===== config.mk =====
export PLATFORM = sky130hd
export DESIGN_NAME = cur_blk_buf
export DESIGN_NICKNAME = d
export VERILOG_FILES = /design/src/satd_pkg.sv /design/src/cur_blk_buf.sv
export SDC_FILE = /design/constraint.sdc
export NUM_CORES = 1
export LEC_CHECK = 0
export BUFFER_PORTS_ARGS = -buffer_cell sky130_fd_sc_hd__buf_2
export CORE_AREA = 5 5 298 300
export DETAILED_ROUTE_END_ITERATION = 6
export DIE_AREA = 0 0 303 305
export GPL_ROUTABILITY_DRIVEN = 0
export PLACE_DENSITY_LB_ADDON = 0.25
export SETUP_SLACK_MARGIN = 0.02
export SYNTH_ARGS = -nofsm -noshare
export SYNTH_HDL_FRONTEND = slang
export SYNTH_SLANG_ARGS = --single-unit

===== constraint.sdc =====
create_clock -name clk -period 13.8 [get_ports clk]
set_input_delay 1.38 -clock clk [delete_from_list [all_inputs] [get_ports clk]]
set_output_delay 1.38 -clock clk [all_outputs]
set_load 0.02 [all_outputs]

===== src/satd_pkg.sv =====
// *******************************************************************
// shared constants of the fme satd stage
// 8x8 block geometry and index widths
// *******************************************************************

package satd_pkg;

    // block geometry
    localparam int ROW_PELS  = 8;           // pixels per block row
    localparam int BLK_ROWS  = 8;           // rows per block

    // index widths
    localparam int ROW_IDX_W = 3;           // row counter, 0..7
    localparam int BLK_IDX_W = 6;           // zig-zag 8x8 index inside a 64x64 lcu

    // current block memory reads
    localparam int READ_PELS = 32;          // half a block per read

    // satd grows this many bits over the pixel width
    localparam int SATD_EXTRA = 10;

endpackage

===== src/cur_blk_buf.sv =====
// *******************************************************************
// current block buffer
// collects the 64 current pixels from two 32-pixel reads
// *******************************************************************
`timescale 1ns/10ps

module cur_blk_buf import satd_pkg::*; #(
    parameter int PIXEL_WIDTH = 8
) (
    input  logic                                               clk,
    input  logic                                               rstn,
    input  logic                                               rden_i,
    input  logic [READ_PELS-1:0][PIXEL_WIDTH-1:0]              cur_pel_i,
    output logic [4:0]                                         cur_4x4_idx_o,
    output logic [BLK_ROWS-1:0][ROW_PELS-1:0][PIXEL_WIDTH-1:0] cur_rows_o
);

    localparam int HALF_ROWS = READ_PELS / ROW_PELS;   // rows per read

    logic pel_vld_q;   // memory data is on cur_pel_i this cycle
    logic half_q;      // set while the lower half is to be read

    always_ff @(posedge clk or negedge rstn) begin
        if (!rstn) begin
            pel_vld_q <= 1'b0;
            half_q    <= 1'b0;
        end else begin
            pel_vld_q <= rden_i;
            if (rden_i) begin
                half_q <= ~half_q;
            end
        end
    end

    // first row of each read sits in the top bits
    always_ff @(posedge clk) begin
        if (pel_vld_q) begin
            for (int r = 0; r < HALF_ROWS; r++) begin
                if (half_q) begin
                    cur_rows_o[r] <= cur_pel_i[(HALF_ROWS-1-r)*ROW_PELS +: ROW_PELS];
                end else begin
                    cur_rows_o[HALF_ROWS+r] <= cur_pel_i[(HALF_ROWS-1-r)*ROW_PELS +: ROW_PELS];
                end
            end
        end
    end

    assign cur_4x4_idx_o = {2'b00, half_q, 2'b00};   // 0 or 4

endmodule


==> out/metrics.cfg <==
[run_status]
run_status = completed

[floorplanning]
dieArea_sq_mm = 0.0924
floorplan.core_area_sq_mm = 0.0859
design.portCount = 776
initial_utilization_pct = 18.0
die_h_microns = 305
floorplan_die_width_microns = 303
rows = 108

[layout]
final_nets = 1613
proportion_of_layout_cells_with_a_drive_suffix_above_1_pct = 61.5
area.growth.synth_to_final_pct = 46.3
final_cells = 2560

[timing]
report.final.hold_viol_count = 0
rsz0062_at_grt = false
finalSetupViolCount = 0
worst_pin_slew_ns = 1.06
timing.final.crit_period_ns = 3.24
finalMaxSlewViolations = 0
max_clock_freq_mhz = 309
slew_headroom_pct = 29.1
final_worst_path_period_share_pct = 23.5
clock-skew-final_ns = 0.00746
setup-tns-final_ns = 0

[place]
port-buffer-count = 771
placedCellCount = 2453
hpwl_microns = 36000

[yosys]
yosysWarningCount = 0
ys_ff_latch = 514
synth.yosys.seq_area_share_pct = 99.6
syn-mean-instance-area_sq_um = 29.6
synth.distinct_cells = 7
netlist_area_before_placement_sq_mm = 0.0155
synth_simple_gate_area_share_pct = 0.0889
yosys-mux-area-fraction_pct = 0
synth_fa_ha_area_share_pct = 0
synth_top_family_by_area = buffers and inverters
synth_compound_gate_area_share_pct = 0
synth_cells = 523
synth-xor-area-share_pct = 0.0565

[routing]
route.antenna.remaining_nets = 0
detail_route.wirelength_microns = 46600
drt_iter0_drc = 429
average_vias_per_placed_instance = 3.33
number_of_drc_violations_after_detailed_routing = 0
detail_route.wl_per_cell_microns = 18.2
detailedRoute.firstPassIterationCount = 4
vias = 8522

[clock_tree]
post_cts_hold_buffer_count = 0
cts_buffers = 54
clkSinkCount = 514
clock_insertion_delay_at_the_later_pin_of_the_skew_report_ns = 0.59
post_cts.resized_instances = 0
tritoncts_clock_tree = done
clk_root_buffer_cell = sky130_fd_sc_hd__clkbuf_16
cts_setup_buffers = 0
cts.clk_slew.worst_paths_ns = 0.06
cts_buffer_depth = 3
cts_max_level = 2

[setup_path]
critical_path_buf_inv_count = 2
cp-end-kind = flip-flop
worstSetupStartpointType = flip-flop
cp_data_required_time_ns = 14.01
critical_path_class = flip-flop to flip-flop
largest_stage_delay_on_the_critical_path_ns = 0.84
crit_top_cell = sky130_fd_sc_hd__buf_4
worst_path_max_delay_cell = sky130_fd_sc_hd__buf_4
critPathArrivalTime_ns = 3.45
crit_path_max_fanout = 68
critPathTopFamily = buffers and inverters
chain_of_cells_forming_the_critical_path = nor2b_4 -> buf_4 -> buf_4

[global_route]
grt_pass1_vias = 9081
grt.total_usage_pct = 9.33
grt_pass1_wl_microns = 63300
globalRouteOverflowTotal = 0
pin_count_of_the_biggest_net_entering_global_routing = 132
antenna_violations_before_repair = 12

[power_and_ir_drop]
static-leakage-power_uw = 0.00881
pwr_density_cell_mw_per_mm2 = 195
max-vdd-ir-drop_uv = 125

[hold_path]
hp-class = primary input to async pin

[job]
cap_violations = 0

-- layout make-up --
class                      instances  area, sq um
antenna                            5         12.5
fill                            8860        63300
clock buffer                      60         1440
multi-input combinational          7         46.3
tap                             1155         1450
sequential                       514        15400
clock inverter                    42          382
timing repair buffer             777         3920
-- power by group --
| part | internal (uW) | leakage [uW] | switching (uW) |
|---|---|---|---|
| sequential | 2070 | 0.00483 | 58.8 |
| combinational | 193 | 0.00310 | 630 |
| clock | 877 | 0.000888 | 587 |
| total | 3140 | 0.00881 | 1280 |
-- worst paths after layout --
kind	startpoint	end	slack, ns	cells past startpoint
setup / recovery	half_q$_DFFE_PN0P_	cur_rows_o[297]$_DFFE_PP_	10.56	3
hold / removal	rstn	pel_vld_q$_DFF_PN0_	0.58	1
setup reg to reg	half_q$_DFFE_PN0P_	cur_rows_o[297]$_DFFE_PP_	10.56	3
hold reg to reg	half_q$_DFFE_PN0P_	half_q$_DFFE_PN0P_	0.58	1
max in group asynchronous	rstn	half_q$_DFFE_PN0P_	13.12	1
min in group clk	half_q$_DFFE_PN0P_	half_q$_DFFE_PN0P_	0.58	1
-- logic make-up after synthesis --
kind of cell           count (synthesis)
AND/OR/NAND/NOR                        2
flip-flops                           514
XOR/XNOR                               1
buffers and inverters                  5
other                                  1
-- synth_stat cells (all sizes together) --
cell type	n	share of area [%]
nor2b	1	0.040
and2	1	0.048
dfrtp	2	0.32
xor2	1	0.057
edfxtp	512	99
conb	1	0.024
buf	5	0.24
-- sequential cells by signal, indices dropped and copies added (netlist names) --
signal and cells:
cur_rows_o 512, half_q 1, pel_vld_q 1
-- layout by cell type, fill, tap and decap left out --
cell type | Yosys | routed
sky130_fd_sc_hd__edfxtp_1 | 512 | 512
sky130_fd_sc_hd__conb_1 | 1 | 4
sky130_fd_sc_hd__buf_4 | 5 | 5
sky130_fd_sc_hd__clkinv_4 | 0 | 1
sky130_fd_sc_hd__buf_12 | 0 | 1
sky130_fd_sc_hd__clkinv_1 | 0 | 17
sky130_fd_sc_hd__dfrtp_1 | 2 | 2
sky130_fd_sc_hd__clkinv_2 | 0 | 12
sky130_fd_sc_hd__clkbuf_1 | 0 | 3
sky130_fd_sc_hd__clkinvlp_4 | 0 | 4
sky130_fd_sc_hd__buf_2 | 0 | 771
sky130_fd_sc_hd__xor2_1 | 1 | 1
sky130_fd_sc_hd__bufinv_16 | 0 | 7
sky130_fd_sc_hd__clkbuf_16 | 0 | 57
sky130_fd_sc_hd__inv_6 | 0 | 1
sky130_fd_sc_hd__and2_4 | 0 | 1
sky130_fd_sc_hd__nor2b_4 | 0 | 1
sky130_fd_sc_hd__diode_2 | 0 | 5
-- metal layers --
layer  global-route usage, %  wire length, microns  vias up
li1                        -                     -     3829
met5                       0                    41        -
met4                    3.62                  1480        6
met2                    17.5                 25100      442
met3                    4.43                  5250       95
met1                    8.62                 14800     4150
-- worst reg2reg max path: cells and delay by family (launching register included) --
| family | cells | cell delay [ns] |
|---|---|---|
| DFF | 1 | 0.44 |
| and+or+nand+nor | 1 | 0.62 |
| buffers and inverters | 2 | 1.74 |
-- through the flow --
step / worst slack (ns) / instance area, sq um / hold WS, ns / util [%] / power [uW]
floorplan: 1.22 / 15500 / 0.477 / - / 2710
global placement: 10.55 / 20800 / 0.578 / 24.2 / 3010
detailed placement: 10.48 / 20800 / 0.568 / 24.2 / 3010
CTS: 10.49 / 22700 / 0.525 / 26.4 / 4490
global route: 10.35 / 22700 / 0.523 / 26.4 / 4610
finish: 10.56 / 22700 / 0.578 / 26.4 / 4420
Power figures use the tool's default switching activity.
