$ cat src/satd_pkg.sv
// *******************************************************************
// shared constants of the fme satd stage
// 8x8 block geometry and index widths
// *******************************************************************

package satd_pkg;

    // block geometry
    localparam int ROW_PELS  = 8;           // pixels per block row
    localparam int BLK_ROWS  = 8;           // rows per block

    // index widths
    localparam int ROW_IDX_W = 3;           // row counter, 0..7
    localparam int BLK_IDX_W = 6;           // zig-zag 8x8 index inside a 64x64 lcu

    // current block memory reads
    localparam int READ_PELS = 32;          // half a block per read

    // satd grows this many bits over the pixel width
    localparam int SATD_EXTRA = 10;

endpackage
$ cat src/row_pair_if.sv
// *******************************************************************
// row pair bus from a candidate lane into its satd core
// one current row and one candidate row per valid strobe
// *******************************************************************
`timescale 1ns/10ps

interface row_pair_if import satd_pkg::*; #(
    parameter int PIXEL_WIDTH = 8
) ();

    logic                                  valid;     // row taken on every edge it is high
    logic [ROW_IDX_W-1:0]                  row_idx;   // row inside the 8x8 block
    logic [ROW_PELS-1:0][PIXEL_WIDTH-1:0]  cur_row;
    logic [ROW_PELS-1:0][PIXEL_WIDTH-1:0]  cand_row;

    // no back-pressure in either direction
    modport lane (
        output valid, row_idx, cur_row, cand_row
    );

    modport core (
        input  valid, row_idx, cur_row, cand_row
    );

endinterface

$ cat src/candi_lane.sv
// *******************************************************************
// candidate lane
// counts candidate rows and pairs each with its current row
// *******************************************************************
`timescale 1ns/10ps

module candi_lane import satd_pkg::*; #(
    parameter int PIXEL_WIDTH = 8
) (
    input  logic                                               clk,
    input  logic                                               rstn,
    input  logic                                               satd_start_i,
    input  logic                                               cand_valid_i,
    input  logic [ROW_PELS-1:0][PIXEL_WIDTH-1:0]               cand_row_i,
    input  logic [BLK_ROWS-1:0][ROW_PELS-1:0][PIXEL_WIDTH-1:0] cur_rows_i,
    row_pair_if.lane                                           rp
);

    logic [ROW_IDX_W-1:0] row_cnt_q;

    always_ff @(posedge clk or negedge rstn) begin
        if (!rstn) begin
            row_cnt_q <= '0;
        end else if (satd_start_i) begin
            row_cnt_q <= '0;
        end else if (cand_valid_i) begin
            row_cnt_q <= row_cnt_q + 1'b1;   // wraps to 0 after row 7
        end
    end

    assign rp.valid    = cand_valid_i;
    assign rp.row_idx  = row_cnt_q;
    assign rp.cur_row  = cur_rows_i[row_cnt_q];   // matching current row
    assign rp.cand_row = cand_row_i;

endmodule

$ cat src/flat_wrapper.sv
// flat-port wrapper written by rule: the top's interface ports become plain ports
module candi_lane_flat import satd_pkg::*;
#(
    parameter int PIXEL_WIDTH = 8
)
  (clk, rstn, satd_start_i, cand_valid_i, cand_row_i, cur_rows_i, rp_valid, rp_row_idx, rp_cur_row, rp_cand_row);
  row_pair_if #(.PIXEL_WIDTH(PIXEL_WIDTH)) rp_i ();
  input  logic clk;
  input  logic rstn;
  input  logic satd_start_i;
  input  logic cand_valid_i;
  input  logic [ROW_PELS-1:0][PIXEL_WIDTH-1:0] cand_row_i;
  input  logic [BLK_ROWS-1:0][ROW_PELS-1:0][PIXEL_WIDTH-1:0] cur_rows_i;
  output wire logic [$bits(rp_i.valid)-1:0] rp_valid;
  output wire logic [$bits(rp_i.row_idx)-1:0] rp_row_idx;
  output wire logic [$bits(rp_i.cur_row)-1:0] rp_cur_row;
  output wire logic [$bits(rp_i.cand_row)-1:0] rp_cand_row;
  assign rp_valid = rp_i.valid;
  assign rp_row_idx = rp_i.row_idx;
  assign rp_cur_row = rp_i.cur_row;
  assign rp_cand_row = rp_i.cand_row;
  candi_lane #(.PIXEL_WIDTH(PIXEL_WIDTH)) u_core (.clk(clk), .rstn(rstn), .satd_start_i(satd_start_i), .cand_valid_i(cand_valid_i), .cand_row_i(cand_row_i), .cur_rows_i(cur_rows_i), .rp(rp_i));
endmodule
$ cat config.mk
export PLATFORM = sky130hd
export DESIGN_NAME = candi_lane_flat
export DESIGN_NICKNAME = d
export VERILOG_FILES = /design/src/satd_pkg.sv /design/src/row_pair_if.sv /design/src/candi_lane.sv /design/src/flat_wrapper.sv
export SDC_FILE = /design/constraint.sdc
export NUM_CORES = 1
export LEC_CHECK = 0
export BUFFER_PORTS_ARGS = -buffer_cell sky130_fd_sc_hd__buf_2
export CORE_AREA = 3 3 274 276
export CTS_CLUSTER_SIZE = 14
export DETAILED_ROUTE_END_ITERATION = 8
export DIE_AREA = 0 0 277 279
export PLACE_DENSITY = 0.32
export SYNTH_ARGS = -nofsm -noshare
export SYNTH_HDL_FRONTEND = slang
export SYNTH_SLANG_ARGS = --single-unit
$ cat constraint.sdc
create_clock -name clk -period 3.75 [get_ports clk]
set_input_delay 0 -clock clk [delete_from_list [all_inputs] [get_ports clk]]
set_output_delay 0 -clock clk [all_outputs]
set_load 0.01 [all_outputs]
==> summary.md <==
| Metric | Value |
|---|---|
| Share of cells above drive strength 1 | 98.8% |
| CTS tree | yes |
| Req. time, crit path | 3.75 ns |
| Highest Clock Rate | 411 MHz |
| Post-synth EDFFs | 0 |
| Worst Path Arrival | 2.43 ns |
| I/O pin total | 712 |
| CTS buffer count | 3 |
| WL per Instance | 15.7 um |
| Die Span X | 277 um |
| Cell with the most instances after synthesis | mux4_2 |
| Via count | 5301 |
| Worst vdd rail ir drop | 0.106 mV |
| Largest cells by area after synthesis | mux4_2 65%, mux2_2 16%, buf_4 11%, buf_6 2.8%, dfrtp_1 1.7% |
| Hpwl dp | 25000 um |
| Vias in the first global route | 6009 |
| Final WL | 27700 um |
| PnR worst setup slack | 1.32 ns |
| Die Area | 0.0773 mm^2 |
| Post-synthesis sequential area ratio | 1.69% |
| CP max FO | 28 |
| Post-Syn Instances | 303 |
| CTS Root Cell | clkbuf_16 |
| Max reg flops | 3 |
| Post-Layout Cell Count | 1767 |
| Grt total ovfl | 0 |
| I/O Buffers | 583 |
| Slowest cell delay on critical path | 0.62 ns |
| Total GRT Usage | 6.53% |
| Slowest cell on crit path | dfrtp_4 |
| Routed vias/inst | 3.00 |
| WS Path Type | reg2out |
| Synth area leader | mux4_2 |
| Yosys top cell area share | 64.8% |
| First-pass GRT wire length | 38800 um |
| Die height | 279 um |
| 1st-iter DRT viols | 175 |
| Synth-to-Final Area Change | 82.9% |
| Setup violators final | 0 |
| Leakage power | 0.00341 uW |
| Final hold vios | 0 |
| Minimum clock period | 2.43 ns |
| CP cell instances | buf_12 -> buf_12 -> mux4_2 -> mux2_2 -> buf_2 |
| Net Count, Synth | 884 |
| Synth cell count leaders | 128 x mux4_2, 67 x buf_4, 64 x mux2_2 |
| Syn Std Cell Area | 0.00445 mm^2 |
| Dpl ws | 1.49 ns |
| Class of the worst hold path | in2out |
| Post-Place Cells | 1759 |
| DRT antenna net count | 0 |
| Status | complete, no violations |
| Tightest Pin Transition | 0.937 ns |
| Initial antenna violation count | 6 |
| H-tree levels | 1 |
| Library cells used by synthesis | 15 |
| Slew headroom | 37.5% |
| Clock buffer depth | 2 |
| Pre-antenna DRT Iters | 4 |
| Crit end category | output pin |
| Residual DRC | 0 |
| Ys async rst share | 100% |
| Layout fillers | 8425 |
| PD cells | 153 mW/mm^2 |
| Pins Over Slew Limit | 0 |
| Largest net degree at the start of global routing | 58 |
| Layout Skew | 0.000289 ns |
| Final TNS setup | 0 ns |
| Clock sinks | 3 |
| Clk Latency, worst-skew pair | 0.22 ns |
| FF+latch count, synth | 3 |
| Initial Utilization | 6.11% |
| Core area | 0.0728 mm^2 |
| GP Congestion | 0.876 |
| CTS resizes | 0 |
| Synth Flop Type | dfrtp_1 |
| Worst setup SP type | register |
| Clk slew on worst S/H paths | 0.03 ns |
| Avg Synthesized Cell Area | 14.7 um^2 |
| RSZ-0062 raised after global routing | no |
| Most frequent cell on the critical path | buf_12 |
| Final period utilization | 64.9% |
| # nets final | 1388 |
| Row Count | 99 |
| Max cap viols | 0 |
| Yosys warning count | 0 |
-- where the power goes --
group	total (uW)	switching (uW)	internal (uW)
clock network	169	28.3	140
logic	1010	380	632
registers	63.2	27.1	36.1
total	1240	436	808
-- path summary, 6_finish.rpt --
kind                                 startpoint                    to  slack, ns  cells after the start
max                        u_core.rp.row_idx[0]        rp_cur_row[27]       1.32                      5
min                              cand_row_i[52]       rp_cand_row[52]   0.000004                      0
max reg2reg                u_core.rp.row_idx[2]  u_core.rp.row_idx[2]       2.20                      2
min reg2reg                u_core.rp.row_idx[1]  u_core.rp.row_idx[1]       0.95                      2
max in group asynchronous                  rstn  u_core.rp.row_idx[0]       3.31                      2
min in group asynchronous                  rstn  u_core.rp.row_idx[2]       0.32                      2
-- per-stage QoR --
step | hold WS [ns] | utilization, % | total power, uW | cell area, um^2
final | 0.00000392 | 11.2 | 1240 | 8140
after global routing | 0.0000160 | 11.2 | 1330 | 8140
after CTS | 0.0000686 | 11.2 | 1270 | 8140
after detailed placement | -0.191 | 11.0 | 1090 | 8040
after global placement | -0.186 | 11.0 | 1090 | 8040
after floorplan | -0.296 | - | 694 | 4450
-- routing by layer --
layer | share of wire, % | up-vias | GRT usage [%]
met5 | 0.15 | - | 0
li1 | - | 2275 | -
met2 | 53 | 391 | 12.4
met4 | 2.6 | 6 | 1.54
met1 | 35 | 2585 | 7.06
met3 | 9.8 | 44 | 1.90
-- placed cells by master, fill, tap and decap left out --
cell and instances:
ha_1 1, xnor2_1 1, a21bo_2 1, dlygate4sd3_1 2
diode_2 2, buf_12 5, clkbuf_1 1, a21oi_1 1
mux4_2 128, dfrtp_4 3, nor2_1 2, mux2i_1 1
buf_2 583, clkbuf_16 3, nand3b_1 1, mux2_2 64
buf_4 9
-- worst max-delay path: cells and delay by family (launching register included) --
kind	cells	cell delay, ns
buf+inv	3	0.68
mux	2	0.85
flops	1	0.62
-- cell type report --
| type | instances | area, um^2 | share of cell area, % |
|---|---|---|---|
| multi-input cells | 200 | 3660 | 45.0 |
| well taps | 959 | 1200 | 14.7 |
| flip-flops and latches | 3 | 86.3 | 1.06 |
| clock buffers | 4 | 78.8 | 0.968 |
| repair buffers | 599 | 3110 | 38.1 |
| diodes | 2 | 5.00 | 0.0615 |
-- logic make-up after synthesis --
logic type,Yosys count,share of synthesized area (%)
AOI/OAI and AO/OA,2,0.337
xor gates and xnor gates,1,0.197
adders and majority gates,1,0.281
buffers and inverters,100,16.0
DFF,3,1.69
muxes,193,81.2
and+or+nand+nor,3,0.337
-- repair_timing --
| action | CTS | global route |
|---|---|---|
| setup buffers | 0 | 0 |
| hold endpoints to repair | 6 | 0 |
| hold buffers | 2 | 0 |
Note: power is estimated with default switching activity, not from simulation.
