$ cat src/satd_pkg.sv
// *******************************************************************
// shared constants of the fme satd stage
// 8x8 block geometry and index widths
// *******************************************************************

package satd_pkg;

    // block geometry
    localparam int ROW_PELS  = 8;           // pixels per block row
    localparam int BLK_ROWS  = 8;           // rows per block

    // index widths
    localparam int ROW_IDX_W = 3;           // row counter, 0..7
    localparam int BLK_IDX_W = 6;           // zig-zag 8x8 index inside a 64x64 lcu

    // current block memory reads
    localparam int READ_PELS = 32;          // half a block per read

    // satd grows this many bits over the pixel width
    localparam int SATD_EXTRA = 10;

endpackage
$ cat src/blk_ctrl.sv
// *******************************************************************
// block control of the fme satd stage
// ping-pong block index and zig-zag to raster read address
// *******************************************************************
`timescale 1ns/10ps

module blk_ctrl import satd_pkg::*; (
    input  logic                 clk,
    input  logic                 rstn,
    input  logic                 satd_start_i,   // opens a new 8x8 block
    input  logic [BLK_IDX_W-1:0] blk_idx_i,
    input  logic                 satd_valid_i,   // result of the oldest block is out
    output logic [BLK_IDX_W-1:0] blk_idx_o,
    output logic [3:0]           cur_4x4_x_o,
    output logic [3:0]           cur_4x4_y_o
);

    logic [BLK_IDX_W-1:0] idx_q [2];   // two blocks may be in flight
    logic                 in_sel_q;    // entry taken by the next start
    logic                 out_sel_q;   // entry shown with the next result
    logic [BLK_IDX_W-1:0] cur_idx;
    logic [1:0]           idx32;
    logic [1:0]           idx16;
    logic [1:0]           idx08;

    // *******************************************************************
    // index ping-pong
    // *******************************************************************
    always_ff @(posedge clk or negedge rstn) begin
        if (!rstn) begin
            idx_q[0] <= '0;
            idx_q[1] <= '0;
            in_sel_q <= 1'b0;
        end else if (satd_start_i) begin
            idx_q[in_sel_q] <= blk_idx_i;
            in_sel_q        <= ~in_sel_q;
        end
    end

    always_ff @(posedge clk or negedge rstn) begin
        if (!rstn) begin
            out_sel_q <= 1'b0;
        end else if (satd_valid_i) begin
            out_sel_q <= ~out_sel_q;
        end
    end

    assign blk_idx_o = idx_q[out_sel_q];
    assign cur_idx   = idx_q[~in_sel_q];   // most recent start

    // *******************************************************************
    // zig-zag to raster, in 4x4 units
    // *******************************************************************
    assign idx32 = cur_idx[5:4];
    assign idx16 = cur_idx[3:2];
    assign idx08 = cur_idx[1:0];

    // low bit of each quadrant pair is x, high bit is y
    assign cur_4x4_x_o = {idx32[0], idx16[0], idx08[0], 1'b0};
    assign cur_4x4_y_o = {idx32[1], idx16[1], idx08[1], 1'b0};

endmodule

$ cat config.mk
export PLATFORM = sky130hd
export DESIGN_NAME = blk_ctrl
export DESIGN_NICKNAME = d
export VERILOG_FILES = /design/src/satd_pkg.sv /design/src/blk_ctrl.sv
export SDC_FILE = /design/constraint.sdc
export NUM_CORES = 1
export LEC_CHECK = 0
export BUFFER_PORTS_ARGS = -buffer_cell sky130_fd_sc_hd__buf_2
export CAP_MARGIN = 20
export CELL_PAD_IN_SITES_DETAIL_PLACEMENT = 0
export CELL_PAD_IN_SITES_GLOBAL_PLACEMENT = 1
export CORE_MARGIN = 2
export CORE_UTILIZATION = 34
export CTS_CLUSTER_DIAMETER = 30
export DETAILED_ROUTE_END_ITERATION = 12
export PLACE_DENSITY_LB_ADDON = 0.08
export SYNTH_ARGS = -nofsm -noshare
export SYNTH_HDL_FRONTEND = slang
export SYNTH_SLANG_ARGS = --single-unit
$ cat constraint.sdc
create_clock -name clk -period 1.2 [get_ports clk]
set_clock_uncertainty 0.15 [all_clocks]
set_input_delay 0 -clock clk [delete_from_list [all_inputs] [get_ports clk]]
set_output_delay 0 -clock clk [all_outputs]
set_load 0.05 [all_outputs]
==> results.sh, run 1 <==
export IMPL_wl_per_cell_um=13.1
export IMPL_nets=95
export IMPL_ctsHoldBuffers=10
export IMPL_syn_inst=48
export IMPL_seqCellArea_um2=353
export IMPL_cp_start_kind="flip-flop"
export IMPL_hold_viol=6
export IMPL_io_pins=24
export IMPL_cts_buffer_depth=2
export IMPL_root_buffer="clkbuf_4"
export IMPL_vias=463
export IMPL_syn_area_um2=722
export IMPL_antenna_found_initial=0
export IMPL_synth_seq_cells=14
export IMPL_synth_cell_types=10
export IMPL_final_cell_mix="mux2_4 (14), dfrtp_1 (12), buf_6 (12)"
export IMPL_drtIter0Drc=0
export IMPL_syn_to_final_growth_pct=57.5
export IMPL_crit_type="reg2reg"
export IMPL_dp_hpwl_um=933
export IMPL_dieArea_um2=2510
export IMPL_finalCriticalPeriod_ns=1.46
export IMPL_fin_crit_sh=1.21
export IMPL_vias_per_cell=4.17
export IMPL_antenna_left=0
export IMPL_setup_ws_ns=-0.257
export IMPL_yosys_warnings=0
export IMPL_finalWirelength_um=1460
export IMPL_drc=0
export IMPL_io_buffers=21
export IMPL_hp_class="in2reg"
export IMPL_setup_violations=24
export IMPL_finalSetupTns_ns=-4.83
export IMPL_end_kind="flip-flop"
export IMPL_clk_pin_slew_ns=0.09
export IMPL_slowest_stage="dfrtp_2"
export IMPL_die_h_um=50.1
export IMPL_critical_path_arrival_ns=1.48
export IMPL_violations="negative hold slack, negative setup slack"
export IMPL_hold_worst_slack_ns=-0.0108
export IMPL_yosysSeqAreaShare=0.485
export IMPL_diodes=0
export IMPL_synth_top_area_frac=0.485
export IMPL_fin_util=0.574
export IMPL_critPathMaxStageDelay_ns=0.44
export IMPL_cts_tree="done"
export IMPL_critical_path_cell_chain="buf_4, nor2b_4, mux2_4"
export IMPL_cts_htree_levels=1
export IMPL_fp_dieW_um=50.1
export IMPL_place_ws_ns=-0.123
export IMPL_rows=16
export IMPL_multi_input_area_um2=382
export IMPL_maxCapViolCount=0
export IMPL_worstPathMaxFanout=6
export IMPL_cp_required_ns=1.22
export IMPL_finalWeightedCongestion=0.638
export IMPL_cts_buffers_inserted=3
export IMPL_start_util=0.364
export IMPL_grt_use_total=0.131
export IMPL_final_max_slew_viol_count=0
export IMPL_drtPass1Iterations=1
export IMPL_grt_max_degree=15
export IMPL_nFillCells=171
export IMPL_synth_area_top_cells="dfrtp_1 (49%), mux2_2 (28%), mux2_4 (12%)"
export IMPL_rsz0062_at_grt="true"
export IMPL_grt_pass1_wl_um=2390
export IMPL_outcome="finished with violations"
export IMPL_final_common_cell="mux2_4"
export IMPL_fmax_ghz=0.686
export IMPL_synth_top_cell_by_area="dfrtp_1"
export IMPL_worstSkewPairLatency_ns=0.27
export IMPL_numClockSinks=14
export IMPL_drive_gt1_frac=0.690
export IMPL_grt_overflow=0
export IMPL_grt_pass1_vias=528
export IMPL_syn_avg_cell_area_um2=15.0
export IMPL_coreArea_um2=1980
-- logic make-up after synthesis --
family / synth area share
buffers and inverters: 0.0589
XOR/XNOR: 0.0243
multiplexers: 0.406
AND/OR/NAND/NOR: 0.0208
flip-flops: 0.485
other: 0.00519
-- synth_stat cells (all sizes together) --
cell type,count
buf,5
conb,1
dfrtp,14
mux2,24
nand2,1
nor2b,1
xor2,2
-- metrics by stage --
stage          instance area, um^2  instances
2_1_floorplan                  731         49
3_3_place_gp                   850         95
3_5_place_dp                   850         95
4_1_cts                       1090        110
5_1_grt                       1140        111
6_report                      1140        111
-- final timing paths --
path	slack [ns]	from	endpoint	depth (start not counted)
setup / recovery	-0.26	in_sel_q	idx_q[9]	3
min in group asynchronous	0.53	rstn	idx_q[11]	3
max in group asynchronous	0.11	rstn	out_sel_q	3
hold reg to reg	0.39	idx_q[1]	idx_q[1]	1
hold / removal	-0.01	satd_start_i	idx_q[1]	3
setup reg to reg	-0.26	in_sel_q	idx_q[9]	3
-- worst max-delay path, delay by kind of cell (launching register included) --
| family | cells | cell delay [ns] |
|---|---|---|
| flops | 1 | 0.44 |
| mux | 1 | 0.33 |
| simple gates | 1 | 0.26 |
| buf+inv | 1 | 0.17 |
-- layout make-up --
| cell class | instances | share of cell area |
|---|---|---|
| sequential | 14 | 0.310 |
| timing repair buffer | 36 | 0.293 |
| clock buffer | 4 | 0.0319 |
| tap | 27 | 0.0297 |
| multi-input combinational | 30 | 0.336 |
-- flip-flops by register name (all words and copies together) (netlist names) --
signal	cells
out_sel_q	1
in_sel_q	1
idx_q	12
-- routing by layer --
layer	up-vias	track usage	wire length, um
met2	15	0.213	674
met1	214	0.164	716
met5	-	0	0
met4	0	0.0556	0
li1	234	-	-
met3	0	0.0303	66
-- what timing repair did --
| action | in CTS | in global routing |
|---|---|---|
| endpoints found under the hold margin | 28 | 6 |
| setup endpoints to repair | 24 | 24 |
| setup buffers | 1 | 1 |
| resized for setup | 32 | 8 |
Power of run 1 is not shown: default switching activity piles up to over one toggle a cycle in this logic, so the estimate is an artifact.
==> run 2, diff against run 1 <==
TNS_END_PERCENT = 10   (was not set)
==> results.sh, run 2 (same netlist as run 1, synthesis figures left out) <==
export IMPL_outcome="finished with violations"
export IMPL_violations="negative hold slack, negative setup slack"
export IMPL_cts_buffers_inserted=3
export IMPL_largest_reg_flops=12
export IMPL_finalWirelength_um=1440
export IMPL_syn_to_final_growth_pct=55.5
export IMPL_worstPathMaxFanout=6
export IMPL_critical_path_arrival_ns=1.48
export IMPL_reg2reg_from="in_sel_q"
export IMPL_fin_util=0.566
export IMPL_io_buffers=21
export IMPL_vias_per_cell=4.25
export IMPL_fin_crit_sh=1.21
export IMPL_r2r_setup_slack_ns=-0.26
export IMPL_io_pins=24
export IMPL_cts_tree="done"
export IMPL_drc=0
export IMPL_grt_overflow=0
export IMPL_start_util=0.364
export IMPL_fin_area_um2=1120
export IMPL_setup_violations=24
export IMPL_critical_path_cell_chain="buf_4, nor2b_4, mux2_4"
export IMPL_hold_worst_slack_ns=-0.0119
export IMPL_diodes=0
export IMPL_ctsHoldBuffers=10
export IMPL_top_register="idx_q"
export IMPL_finalWeightedCongestion=0.638
export IMPL_drive_gt1_frac=0.687
export IMPL_cts_htree_levels=1
export IMPL_critPathMaxStageDelay_ns=0.44
export IMPL_crit_type="reg2reg"
export IMPL_dieArea_um2=2510
export IMPL_rsz0062_at_grt="true"
export IMPL_antenna_found_initial=0
export IMPL_place_ws_ns=-0.123
export IMPL_cp_start_kind="flip-flop"
export IMPL_finalCriticalPeriod_ns=1.46
export IMPL_setup_ws_ns=-0.258
export IMPL_grt_use_total=0.127
export IMPL_place_area_um2=850
export IMPL_grt_max_degree=15
export IMPL_nets=94
export IMPL_numClockSinks=14
export IMPL_fmax_ghz=0.686
export IMPL_endpoint="idx_q[9]"
export IMPL_cp_required_ns=1.22
export IMPL_end_kind="flip-flop"
export IMPL_vias=467
export IMPL_wl_per_cell_um=13.1
export IMPL_reg2reg_depth=3
export IMPL_drtIter0Drc=0
export IMPL_maxCapViolCount=0
export IMPL_final_max_slew_viol_count=0
export IMPL_crit_start="in_sel_q"
export IMPL_timing_rr_end="idx_q[9]"
export IMPL_antenna_left=0
export IMPL_die_h_um=50.1
export IMPL_dp_hpwl_um=933
export IMPL_rows=16
export IMPL_grt_pass1_wl_um=2320
export IMPL_hp_class="in2reg"
export IMPL_drtPass1Iterations=1
export IMPL_coreArea_um2=1980
export IMPL_root_buffer="clkbuf_4"
export IMPL_top_regs="idx_q x12, in_sel_q x1, out_sel_q x1"
export IMPL_cts_buffer_depth=2
export IMPL_final_cell_mix="mux2_4 (13), buf_6 (13), dfrtp_1 (12)"
export IMPL_hold_viol=6
export IMPL_grt_pass1_vias=521
export IMPL_clk_pin_slew_ns=0.09
export IMPL_slowest_stage="dfrtp_2"
export IMPL_fp_dieW_um=50.1
export IMPL_worstSkewPairLatency_ns=0.28
export IMPL_nFillCells=171
run 2: final cells by class:
type	count	area [um^2]	area share
multi-input cells	30	378	0.337
flip-flops and latches	14	353	0.314
repair buffers	35	322	0.287
clock buffers	4	36.3	0.0323
well taps	27	33.8	0.0301
run 2: what timing repair did:
action | in CTS | in global routing
setup endpoints to repair | 24 | 24
cloned | 0 | 0
endpoints found under the hold margin | 28 | 6
resized for setup | 31 | 7
buffers inserted | 1 | 0
run 2: layer usage:
metal	GRT usage	routed length, um	vias up
met3	0.0303	67	0
met5	0	0	-
li1	-	-	233
met4	0.0556	0	0
met2	0.208	679	15
met1	0.158	694	219
run 2: how the worst min path moves through the flow:
stage            startpoint        end  slack [ns]  cells past startpoint
3_5_place_dp           rstn  idx_q[11]       -0.23                      1
5_1_grt        satd_start_i   idx_q[0]       -0.02                      3
6_report       satd_start_i   idx_q[1]       -0.01                      3
2_1_floorplan          rstn   idx_q[0]       -0.45                      0
3_3_place_gp           rstn  idx_q[11]       -0.23                      1
4_1_cts        satd_start_i   idx_q[1]      0.0006                      3
run 2: critical path, delay by kind of cell, from the launching register on:
kind	cells	cell delay, ns
flops	1	0.44
simple gates	1	0.26
buf+inv	1	0.17
mux	1	0.33
run 2: metrics by stage:
stage | setup TNS, ns | std cells | hold slack (ns)
finish | -4.80 | 110 | -0.0119
global route | -5.82 | 110 | -0.0227
CTS | -5.18 | 110 | 0.000608
detailed placement | -1.93 | 95 | -0.225
global placement | -1.35 | 95 | -0.228
floorplan | -0.507 | 49 | -0.446
Power of run 2 is left out for the same reason.
==> run 3, diff against run 2 <==
BUFFER_PORTS_ARGS = not set   (was -buffer_cell sky130_fd_sc_hd__buf_2)
CORE_UTILIZATION = 35   (was 34)
DONT_BUFFER_PORTS = 1   (was not set)
==> results.sh, run 3 (same netlist as run 1, synthesis figures left out) <==
export IMPL_numClockSinks=14
export IMPL_finalWirelength_um=1330
export IMPL_finalWeightedCongestion=0.714
export IMPL_final_max_slew_viol_count=0
export IMPL_r2r_setup_slack_ns=-0.12
export IMPL_nets=72
export IMPL_hold_viol=0
export IMPL_hold_worst_slack_ns=0.0333
export IMPL_cp_required_ns=1.05
export IMPL_fp_dieW_um=49.4
export IMPL_clk_pin_slew_ns=0.07
export IMPL_drive_gt1_frac=0.583
export IMPL_io_pins=24
export IMPL_nFillCells=195
export IMPL_setup_violations=24
export IMPL_antenna_found_initial=0
export IMPL_cts_tree="done"
export IMPL_fin_crit_sh=1.16
export IMPL_dp_hpwl_um=977
export IMPL_reg2reg_from="in_sel_q"
export IMPL_worstPathMaxFanout=4
export IMPL_setup_ws_ns=-0.196
export IMPL_drtPass1Iterations=2
export IMPL_worst_path_stages=2
export IMPL_grt_max_degree=15
export IMPL_io_buffers=0
export IMPL_cts_buffer_depth=2
export IMPL_start_util=0.368
export IMPL_cts_htree_levels=1
export IMPL_die_h_um=49.4
export IMPL_wl_per_cell_um=15.2
export IMPL_critical_path_arrival_ns=1.25
export IMPL_root_buffer="clkbuf_4"
export IMPL_top_regs="idx_q x12, in_sel_q x1, out_sel_q x1"
export IMPL_drtIter0Drc=4
export IMPL_violations="negative setup slack"
export IMPL_grt_use_total=0.130
export IMPL_critical_path_cell_chain="buf_6, mux2_4"
export IMPL_largest_reg_flops=12
export IMPL_tightest_slew_ns=0.612
export IMPL_fmax_ghz=0.716
export IMPL_rows=16
export IMPL_coreArea_um2=1960
export IMPL_cts_buffers_inserted=3
export IMPL_worstSkewPairLatency_ns=0.26
export IMPL_reg2reg_depth=2
export IMPL_hp_class="in2async"
export IMPL_grt_overflow=0
export IMPL_dieArea_um2=2440
export IMPL_grt_pass1_wl_um=2280
export IMPL_drc=0
export IMPL_place_area_um2=737
export IMPL_top_register="idx_q"
export IMPL_cp_start_kind="flip-flop"
export IMPL_vias_per_cell=4.69
export IMPL_relSlewSlack=0.591
export IMPL_place_ws_ns=-0.137
export IMPL_maxCapViolCount=0
export IMPL_cp_top_family="flip-flops"
export IMPL_outcome="finished with violations"
export IMPL_vias=408
export IMPL_cp_num_buf_inv=1
export IMPL_final_cell_mix="mux2_4 (18), dfrtp_1 (12), dlygate4sd3_1 (9)"
export IMPL_antenna_left=0
export IMPL_slowest_stage="dfrtp_2"
export IMPL_finalCriticalPeriod_ns=1.40
export IMPL_grt_pass1_vias=468
export IMPL_fin_area_um2=925
export IMPL_crit_start="in_sel_q"
export IMPL_final_common_cell="mux2_4"
export IMPL_rsz0062_at_grt="true"
export IMPL_syn_to_final_growth_pct=28.1
export IMPL_diodes=0
export IMPL_crit_type="reg2out"
export IMPL_critPathMaxStageDelay_ns=0.45
export IMPL_end_kind="primary output"
export IMPL_finalSetupTns_ns=-3.32
run 3: cell types whose count changed in the layout (fill, tap and decap cells not counted), sizes merged:
| cell | delta |
|---|---|
| dlygate4sd3 | -1 |
| buf | -21 |
| clkbuf | -1 |
run 3: worst paths after layout:
check,endpoint
setup / recovery,cur_4x4_y_o[3]
setup reg to reg,idx_q[11]
hold reg to reg,idx_q[0]
max in group asynchronous,out_sel_q
min in group clk,out_sel_q
hold / removal,idx_q[10]
run 3: per-stage QoR:
| step | util | std cells |
|---|---|---|
| 2_1_floorplan | - | 49 |
| 3_3_place_gp | 0.376 | 73 |
| 3_5_place_dp | 0.376 | 73 |
| 4_1_cts | 0.457 | 86 |
| 5_1_grt | 0.471 | 87 |
| 6_report | 0.471 | 87 |
run 3: final cells by class:
cell class / instances / area (um^2) / share of cell area
flip-flops and latches: 14 / 353 / 0.382
clock buffers: 3 / 22.5 / 0.0244
well taps: 27 / 33.8 / 0.0365
multi-input cells: 30 / 388 / 0.419
repair buffers: 13 / 128 / 0.138
run 3: repair_timing:
| item | CTS | global route |
|---|---|---|
| buffers inserted | 1 | 1 |
| hold endpoints to repair | 28 | 0 |
| resized for setup | 12 | 5 |
| setup endpoints to repair | 24 | 24 |
| gates cloned | 0 | 0 |
| hold buffers | 9 | 0 |
run 3: metal layers:
metal	up-vias	GRT usage	wire, um
met5	-	0	0
li1	189	-	-
met2	16	0.203	646
met4	0	0.0556	0
met1	203	0.165	584
met3	0	0.0399	94
Power of run 3 is left out for the same reason.
